`config.mk`:
```
export PLATFORM = sky130hd
export DESIGN_NAME = lsu_fwd_top
export DESIGN_NICKNAME = d
export VERILOG_FILES = /design/src/lsu_fwd_pkg.sv /design/src/lsu_access_decode.sv /design/src/lsu_fwd_match.sv /design/src/lsu_fwd_top.sv /design/src/lsu_store_window.sv
export VERILOG_INCLUDE_DIRS = /design/src
export SDC_FILE = /design/constraint.sdc
export NUM_CORES = 1
export LEC_CHECK = 0
export BUFFER_PORTS_ARGS = -buffer_cell sky130_fd_sc_hd__buf_2
export CAP_MARGIN = 5
export CELL_PAD_IN_SITES_DETAIL_PLACEMENT = 1
export CELL_PAD_IN_SITES_GLOBAL_PLACEMENT = 1
export CORE_ASPECT_RATIO = 0.8
export CORE_MARGIN = 2
export CORE_UTILIZATION = 40
export CTS_BUF_LIST = sky130_fd_sc_hd__clkbuf_4 sky130_fd_sc_hd__clkbuf_8 sky130_fd_sc_hd__clkbuf_16
export CTS_CLUSTER_SIZE = 8
export DETAILED_ROUTE_END_ITERATION = 16
export GPL_TIMING_DRIVEN = 0
export HOLD_SLACK_MARGIN = 0.15
export PLACE_DENSITY = 0.7
export SLEW_MARGIN = 20
export SYNTH_ARGS = -nofsm -noshare
export SYNTH_HDL_FRONTEND = slang
export SYNTH_HIERARCHICAL = 1
export SYNTH_SLANG_ARGS = --single-unit
```
`constraint.sdc`:
```
create_clock -name clk -period 6.1 [get_ports clk]
set_input_delay 0.61 -clock clk [delete_from_list [all_inputs] [get_ports clk]]
set_output_delay 0.61 -clock clk [all_outputs]
set_load 0.005 [all_outputs]
```
`src/lsu_fwd_settings.svh`:
```
/* widths and window depth shared by the forwarding pipeline */
`ifndef LSU_FWD_SETTINGS_SVH
`define LSU_FWD_SETTINGS_SVH

`define LSU_ADDR_W        32   // byte address
`define LSU_DATA_W        32   // one bus word
`define LSU_BYTES         4    // bytes per word

// older stages searched by a dc2 load (dc3, dc4, dc5)
`define LSU_WINDOW_DEPTH  3

`endif

```
`src/lsu_fwd_pkg.sv`:
```
/* access size type, decoded stage record and the dc3..dc5 window type */
`include "lsu_fwd_settings.svh"

package lsu_fwd_pkg;

   typedef enum logic [1:0] {
      LSU_SIZE_BYTE = 2'b00,
      LSU_SIZE_HALF = 2'b01,
      LSU_SIZE_WORD = 2'b10
   } lsu_size_t;

   //************************************************************************
   // one memory operation after decode, as it moves down dc2..dc5
   //************************************************************************
   typedef struct packed {
      logic                     valid;
      logic                     load;
      logic                     store;
      logic                     sideeffect;   // never forwarded to
      logic [`LSU_ADDR_W-1:0]   addr;         // first byte
      logic [`LSU_ADDR_W-1:0]   end_addr;     // last byte
      logic [`LSU_BYTES-1:0]    byteen_lo;    // enables in the word of addr
      logic [`LSU_BYTES-1:0]    byteen_hi;    // enables in the next word
      logic [`LSU_DATA_W-1:0]   data_lo;      // store data, shifted into place
      logic [`LSU_DATA_W-1:0]   data_hi;
   } lsu_op_t;

   // index 0 is dc3, the youngest older operation
   typedef lsu_op_t [`LSU_WINDOW_DEPTH-1:0] lsu_op_window_t;

endpackage

```
`src/lsu_access_decode.sv`:
```
/* dc1 decode of size, byte enables and aligned store data; dc2 record register */
`timescale 1ns/100ps
`include "lsu_fwd_settings.svh"

module lsu_access_decode (
   input  logic                       clk,
   input  logic                       rst_n,
   input  logic                       op_valid,
   input  logic                       op_load,
   input  logic                       op_store,
   input  lsu_fwd_pkg::lsu_size_t     op_size,
   input  logic                       op_sideeffect,
   input  logic [`LSU_ADDR_W-1:0]     op_addr,
   input  logic [`LSU_DATA_W-1:0]     op_wdata,
   output lsu_fwd_pkg::lsu_op_t       op_dc2
);

   localparam int OFF_W = $clog2(`LSU_BYTES);

   logic [OFF_W-1:0]           size_m1;          // bytes in the access minus one
   logic [`LSU_BYTES-1:0]      byteen_dc1;
   logic [2*`LSU_BYTES-1:0]    byteen_ext_dc1;
   logic [`LSU_DATA_W-1:0]     wdata_masked;
   logic [2*`LSU_DATA_W-1:0]   wdata_ext_dc1;
   lsu_fwd_pkg::lsu_op_t       op_dc1;

   always_comb begin
      case (op_size)
         lsu_fwd_pkg::LSU_SIZE_BYTE: size_m1 = OFF_W'(0);
         lsu_fwd_pkg::LSU_SIZE_HALF: size_m1 = OFF_W'(1);
         default:                    size_m1 = OFF_W'(3);
      endcase
   end

   // enables start at byte 0, unused store bytes are zeroed
   always_comb begin
      for (int b = 0; b < `LSU_BYTES; b++) begin
         byteen_dc1[b]          = (b <= int'(size_m1));
         wdata_masked[8*b +: 8] = op_wdata[8*b +: 8] & {8{byteen_dc1[b]}};
      end
   end

   //************************************************************************
   // move enables and data into the two-word window by the byte offset
   //************************************************************************
   assign byteen_ext_dc1 = {{`LSU_BYTES{1'b0}}, byteen_dc1} << op_addr[OFF_W-1:0];
   assign wdata_ext_dc1  = {{`LSU_DATA_W{1'b0}}, wdata_masked} << {op_addr[OFF_W-1:0], 3'b000};

   always_comb begin
      op_dc1.valid      = op_valid;
      op_dc1.load       = op_load;
      op_dc1.store      = op_store;
      op_dc1.sideeffect = op_sideeffect;
      op_dc1.addr       = op_addr;
      op_dc1.end_addr   = op_addr + `LSU_ADDR_W'(size_m1);
      op_dc1.byteen_lo  = byteen_ext_dc1[`LSU_BYTES-1:0];
      op_dc1.byteen_hi  = byteen_ext_dc1[2*`LSU_BYTES-1:`LSU_BYTES];
      op_dc1.data_lo    = wdata_ext_dc1[`LSU_DATA_W-1:0];
      op_dc1.data_hi    = wdata_ext_dc1[2*`LSU_DATA_W-1:`LSU_DATA_W];
   end

   // dc2 stage register
   always_ff @(posedge clk) begin
      if (!rst_n) begin
         op_dc2.valid <= 1'b0;
      end else begin
         op_dc2 <= op_dc1;
      end
   end

endmodule

```
`src/lsu_fwd_match.sv`:
```
/* dc2 byte matching against the dc3..dc5 stores, youngest-first data select,
   full-hit detection, dc3 result register and the return mux */
`timescale 1ns/100ps
`include "lsu_fwd_settings.svh"

module lsu_fwd_match (
   input  logic                          clk,
   input  logic                          rst_n,
   input  lsu_fwd_pkg::lsu_op_t          op_dc2,
   input  lsu_fwd_pkg::lsu_op_window_t   window,
   input  logic [`LSU_DATA_W-1:0]        bus_rdata,      // memory bytes of the dc3 load
   output logic                          load_valid,
   output logic                          load_full_hit,
   output logic [`LSU_DATA_W-1:0]        load_data
);

   localparam int OFF_W = $clog2(`LSU_BYTES);
   localparam int DEPTH = `LSU_WINDOW_DEPTH;

   logic                                   ld_dc2;
   logic [DEPTH-1:0]                       st_vld;
   logic [DEPTH-1:0]                       addr_hit_lo_lo, addr_hit_lo_hi;
   logic [DEPTH-1:0]                       addr_hit_hi_lo, addr_hit_hi_hi;
   logic [DEPTH-1:0][`LSU_BYTES-1:0]       byte_hit_lo, byte_hit_hi;
   logic [DEPTH-1:0][`LSU_DATA_W-1:0]      pipe_data_lo, pipe_data_hi;
   logic [`LSU_BYTES-1:0]                  ld_byte_hit_lo, ld_byte_hit_hi;
   logic [`LSU_DATA_W-1:0]                 fwd_lo, fwd_hi;
   logic [2*`LSU_DATA_W-1:0]               fwd_win;
   logic [`LSU_DATA_W-1:0]                 fwd_data_dc2, fwd_data_dc3;
   logic                                   full_hit_lo, full_hit_hi, full_hit_dc2;

   assign ld_dc2 = op_dc2.valid & op_dc2.load;

   //************************************************************************
   // word address compare, per stage and per low/high pairing
   // first suffix is the store word, second the load word
   //************************************************************************
   for (genvar s = 0; s < DEPTH; s++) begin : g_stage
      assign st_vld[s] = ld_dc2 & window[s].valid & window[s].store;

      assign addr_hit_lo_lo[s] = st_vld[s] &
         (op_dc2.addr[`LSU_ADDR_W-1:OFF_W] == window[s].addr[`LSU_ADDR_W-1:OFF_W]);
      assign addr_hit_lo_hi[s] = st_vld[s] &
         (op_dc2.end_addr[`LSU_ADDR_W-1:OFF_W] == window[s].addr[`LSU_ADDR_W-1:OFF_W]);
      assign addr_hit_hi_lo[s] = st_vld[s] &
         (op_dc2.addr[`LSU_ADDR_W-1:OFF_W] == window[s].end_addr[`LSU_ADDR_W-1:OFF_W]);
      assign addr_hit_hi_hi[s] = st_vld[s] &
         (op_dc2.end_addr[`LSU_ADDR_W-1:OFF_W] == window[s].end_addr[`LSU_ADDR_W-1:OFF_W]);

      for (genvar b = 0; b < `LSU_BYTES; b++) begin : g_byte
         logic hit_lo_lo, hit_lo_hi, hit_hi_lo, hit_hi_hi;

         assign hit_lo_lo = addr_hit_lo_lo[s] & window[s].byteen_lo[b] & op_dc2.byteen_lo[b];
         assign hit_lo_hi = addr_hit_lo_hi[s] & window[s].byteen_lo[b] & op_dc2.byteen_hi[b];
         assign hit_hi_lo = addr_hit_hi_lo[s] & window[s].byteen_hi[b] & op_dc2.byteen_lo[b];
         assign hit_hi_hi = addr_hit_hi_hi[s] & window[s].byteen_hi[b] & op_dc2.byteen_hi[b];

         assign byte_hit_lo[s][b] = hit_lo_lo | hit_hi_lo;
         assign byte_hit_hi[s][b] = hit_lo_hi | hit_hi_hi;

         // at most one pairing hits a given load byte of one store
         assign pipe_data_lo[s][8*b +: 8] = ({8{hit_lo_lo}} & window[s].data_lo[8*b +: 8]) |
                                            ({8{hit_hi_lo}} & window[s].data_hi[8*b +: 8]);
         assign pipe_data_hi[s][8*b +: 8] = ({8{hit_lo_hi}} & window[s].data_lo[8*b +: 8]) |
                                            ({8{hit_hi_hi}} & window[s].data_hi[8*b +: 8]);
      end
   end

   //************************************************************************
   // per-byte select, walked oldest first so dc3 ends up on top
   //************************************************************************
   always_comb begin
      fwd_lo         = '0;
      fwd_hi         = '0;
      ld_byte_hit_lo = '0;
      ld_byte_hit_hi = '0;
      for (int s = DEPTH-1; s >= 0; s--) begin
         for (int b = 0; b < `LSU_BYTES; b++) begin
            if (byte_hit_lo[s][b]) begin
               fwd_lo[8*b +: 8] = pipe_data_lo[s][8*b +: 8];
            end
            if (byte_hit_hi[s][b]) begin
               fwd_hi[8*b +: 8] = pipe_data_hi[s][8*b +: 8];
            end
         end
         ld_byte_hit_lo = ld_byte_hit_lo | byte_hit_lo[s];
         ld_byte_hit_hi = ld_byte_hit_hi | byte_hit_hi[s];
      end
   end

   // every enabled load byte must be covered
   assign full_hit_lo  = &(ld_byte_hit_lo | ~op_dc2.byteen_lo);
   assign full_hit_hi  = &(ld_byte_hit_hi | ~op_dc2.byteen_hi);
   assign full_hit_dc2 = full_hit_lo & full_hit_hi & ld_dc2 & ~op_dc2.sideeffect;

   // bring the first load byte down to bit 0, bytes past the size stay zero
   assign fwd_win      = {fwd_hi, fwd_lo};
   assign fwd_data_dc2 = `LSU_DATA_W'(fwd_win >> {op_dc2.addr[OFF_W-1:0], 3'b000});

   //************************************************************************
   // dc3 register and return mux
   //************************************************************************
   always_ff @(posedge clk) begin
      if (!rst_n) begin
         load_valid    <= 1'b0;
         load_full_hit <= 1'b0;
      end else begin
         load_valid    <= ld_dc2;
         load_full_hit <= full_hit_dc2;
      end
   end

   always_ff @(posedge clk) begin
      fwd_data_dc3 <= fwd_data_dc2;
   end

   assign load_data = load_full_hit ? fwd_data_dc3 : bus_rdata;   // forwarded or from the bus

endmodule

```
`src/lsu_fwd_top.sv`:
```
/* store-to-load forwarding pipeline top, decode -> window -> match */
`timescale 1ns/100ps
`include "lsu_fwd_settings.svh"

module lsu_fwd_top (
   input  logic                       clk,
   input  logic                       rst_n,

   // dc1 operation, one per cycle
   input  logic                       op_valid,
   input  logic                       op_load,
   input  logic                       op_store,
   input  lsu_fwd_pkg::lsu_size_t     op_size,
   input  logic                       op_sideeffect,
   input  logic [`LSU_ADDR_W-1:0]     op_addr,
   input  logic [`LSU_DATA_W-1:0]     op_wdata,

   // dc3 load return
   input  logic [`LSU_DATA_W-1:0]     bus_rdata,
   output logic                       load_valid,
   output logic                       load_full_hit,
   output logic [`LSU_DATA_W-1:0]     load_data
);

   lsu_fwd_pkg::lsu_op_t          op_dc2;
   lsu_fwd_pkg::lsu_op_window_t   window;    // dc3..dc5

   lsu_access_decode decode0 (
      .clk           (clk),
      .rst_n         (rst_n),
      .op_valid      (op_valid),
      .op_load       (op_load),
      .op_store      (op_store),
      .op_size       (op_size),
      .op_sideeffect (op_sideeffect),
      .op_addr       (op_addr),
      .op_wdata      (op_wdata),
      .op_dc2        (op_dc2)
   );

   lsu_store_window window0 (
      .clk           (clk),
      .rst_n         (rst_n),
      .op_dc2        (op_dc2),
      .window        (window)
   );

   lsu_fwd_match match0 (
      .clk           (clk),
      .rst_n         (rst_n),
      .op_dc2        (op_dc2),
      .window        (window),
      .bus_rdata     (bus_rdata),
      .load_valid    (load_valid),
      .load_full_hit (load_full_hit),
      .load_data     (load_data)
   );

endmodule

```
`src/lsu_store_window.sv`:
```
/* dc3, dc4 and dc5 operation records, shifted along every cycle */
`timescale 1ns/100ps
`include "lsu_fwd_settings.svh"

module lsu_store_window (
   input  logic                          clk,
   input  logic                          rst_n,
   input  lsu_fwd_pkg::lsu_op_t          op_dc2,    // enters dc3 next cycle
   output lsu_fwd_pkg::lsu_op_window_t   window     // [0] dc3 .. [2] dc5
);

   //************************************************************************
   // shift chain, no stall and no flush
   //************************************************************************
   always_ff @(posedge clk) begin
      if (!rst_n) begin
         for (int s = 0; s < `LSU_WINDOW_DEPTH; s++) begin
            window[s].valid <= 1'b0;
         end
      end else begin
         window[0] <= op_dc2;
         for (int s = 1; s < `LSU_WINDOW_DEPTH; s++) begin
            window[s] <= window[s-1];    // older moves one stage on
         end
      end
   end

endmodule

```
==> summary.md <==
| Metric | Value |
|---|---|
| Max stage delay on crit path | 750 ps |
| IO buf count | 137 |
| RSZ-0062 raised after global routing | no |
| WL/cell | 33.2 um |
| DIE WIDTH | 300 um |
| Met1 WL | 50600 um |
| Final WL | 112000 um |
| Syn Inst Count | 2181 |
| Slowest library cell on the worst path | nor4_2 |
| CTS buffer count | 80 |
| Total gr overflow | 0 |
| Critical path buffers and inverters | 3 |
| Min-Delay Path Depth | 1 |
| Drc violations | 0 |
| Worst EP required | 6550 ps |
| Worst hold path type | input port to register |
| Row count | 86 |
| Crit. path cell count | 11 |
| Clock transition at the registers of the reported paths | 50 ps |
| Slew Limit Fails | 0 |
| Yosys warns | 6 |
| Period utilization | 0.814 |
| Clk_skew | 35.4 ps |
| Clock Tree Root | clkbuf_16 |
| Vias in the first global route | 21000 |
| CTS tree | done |
| Post-CTS setup buffers | 0 |
| Bufs on Longest Clock Path | 3 |
| Status | finished clean |
| Cell Pwr Density | 311 nW/um^2 |
| Largest net degree at the start of global routing | 107 |
| Worst-path maximum fanout | 10 |
| Die area | 72500 sq um |
| Fmax | 201 MHz |
| Reg2Reg Setup Slack | 1140 ps |
| Detail Route Antenna Nets | 0 |
| Post-DP Area | 30300 sq um |
| Setup violators final | 0 |
| Mapped Area | 28100 sq um |
| Crit Path Class | register to register |
| Highest Signal Layer | met5 |
| Initial antenna violation count | 5 |
| Final Hold Viols | 0 |
| Peak supply drop | 0.000191 V |
| Final Total Pwr | 0.0102 W |
| Setup tns final | 0 ps |
| Mean Syn Cell Area | 12.9 sq um |
| Die Span Y | 241 um |
| Core Util, Final | 0.472 |
| Metal2 WL | 46000 um |
| Crit path top cell by count | buf_2 |
| CP Cell Sequence | buf_2 > xnor2_1 > nand4_1 > nor4_2 > and2_1 > clkbuf_1 > buf_2 > a32oi_1 > o221ai_1 > o22ai_1 > nor3_1 |
| Routability cong. | 1.02 |
| H-tree Lvls | 3 |
| Starting DRT DRC Count | 2982 |
| Worst Setup End Kind | register |
| Post_cts resized | 0 |
| Via/cell ratio | 6.37 |
| Worst setup SP type | register |
| Fillers | 7077 |
| Io pins | 138 |
| Reg2reg path depth | 11 |
| TritonRoute pass-1 iters | 5 |
| Clk_lat worst skew | 640 ps |
| Worst EP arrival | 5410 ps |
| Total global-route track usage | 0.304 |
| Final min period | 4960 ps |
| Synth-to-layout area growth | 16.0% |
| Final #Nets | 2526 |
| Crit-path leading delay family | simple AND/OR/NAND/NOR gates |
| Antenna cell count | 0 |
| Max-cap viol count | 0 |
| Worst-Margin Slew | 1090 ps |
| Fin area | 32600 sq um |
| Starting Density | 0.407 |
| Slew HR | 0.263 |
| First-pass GRT wire length | 156000 um |
| CTS Sinks | 565 |
| Routed wl met3 | 12800 um |
| Layout cells sized above 1 | 0.183 |
| Hpwl dp | 87800 um |
| Leakage Power | 11.3 nW |
| Vias post-DR | 21400 |
| Core area | 69200 sq um |
| Hold slack | 179 ps |
final timing paths:
| path | from | endpoint |
|---|---|---|
| hold / removal | op_store | decode0/op_dc2[137] |
| setup reg to reg | decode0/op_dc2[127] | match0/fwd_data_dc3[9] |
| setup / recovery | decode0/op_dc2[127] | match0/fwd_data_dc3[9] |
| hold reg to reg | decode0/op_dc2[54] | window0/window[54] |
worst register-to-register path, cell delays in order, from the launching register on:
cell	delay [ps]
edfxtp_1	440
buf_2	250
xnor2_1	390
nand4_1	250
nor4_2	750
and2_1	230
clkbuf_1	510
buf_2	460
a32oi_1	170
o221ai_1	580
o22ai_1	180
nor3_1	570
final cells by class:
| class | count | area [sq um] | share of cell area |
|---|---|---|---|
| plain buffers | 142 | 777 | 0.0238 |
| repair buffers | 147 | 877 | 0.0269 |
| multi-input cells | 1460 | 10800 | 0.332 |
| clock buffers | 100 | 2170 | 0.0665 |
| clock inverters | 5 | 130 | 0.00399 |
| inverters | 22 | 82.6 | 0.00253 |
| well taps | 924 | 1160 | 0.0354 |
| flip-flops and latches | 565 | 16600 | 0.508 |
power by group:
| group | internal, W | switching (W) | total (W) |
|---|---|---|---|
| registers | 0.00458 | 0.000288 | 0.00487 |
| logic | 0.000352 | 0.000747 | 0.00110 |
| clock network | 0.00249 | 0.00170 | 0.00419 |
cells in the final DEF, fill, tap and decap left out, drive strengths merged, types with 40 or more instances in the layout:
cell type and instances:
a22oi 72, a32oi 41, and2 46, and3 40, buf 243, clkbuf 144, edfxtp 527, mux2 48
nand2 99, nand4 76, nor2 62, nor3 53, nor4 130, o21ai 47, xnor2 108, xor2 285
sequential cells by signal, indices dropped and copies added, names as in the netlist:
| name | cells |
|---|---|
| decode0/op_dc2 | 129 |
| match0/fwd_data_dc3 | 32 |
| match0/load_full_hit | 1 |
| match0/load_valid | 1 |
| window0/window | 402 |
metal layers:
| layer | vias to the layer above | GRT usage |
|---|---|---|
| li1 | 8957 | - |
| met1 | 11100 | 0.470 |
| met2 | 1269 | 0.429 |
| met3 | 138 | 0.0647 |
| met4 | 2 | 0.0759 |
| met5 | - | 0 |
repair_timing:
item / 4_1_cts / 5_1_grt
setup endpoints to repair: 0 / 0
hold endpoints to repair: 1 / 0
hold buffers: 1 / 0
through the flow:
stage | cells | worst slack (ps)
4_1_cts | 3365 | 1330
3_3_place_gp | 3250 | -4270
3_5_place_dp | 3259 | 1300
2_1_floorplan | 2189 | 3150
5_1_grt | 3365 | 1060
6_report | 3365 | 1140
Note: power is estimated with default switching activity, not from simulation.
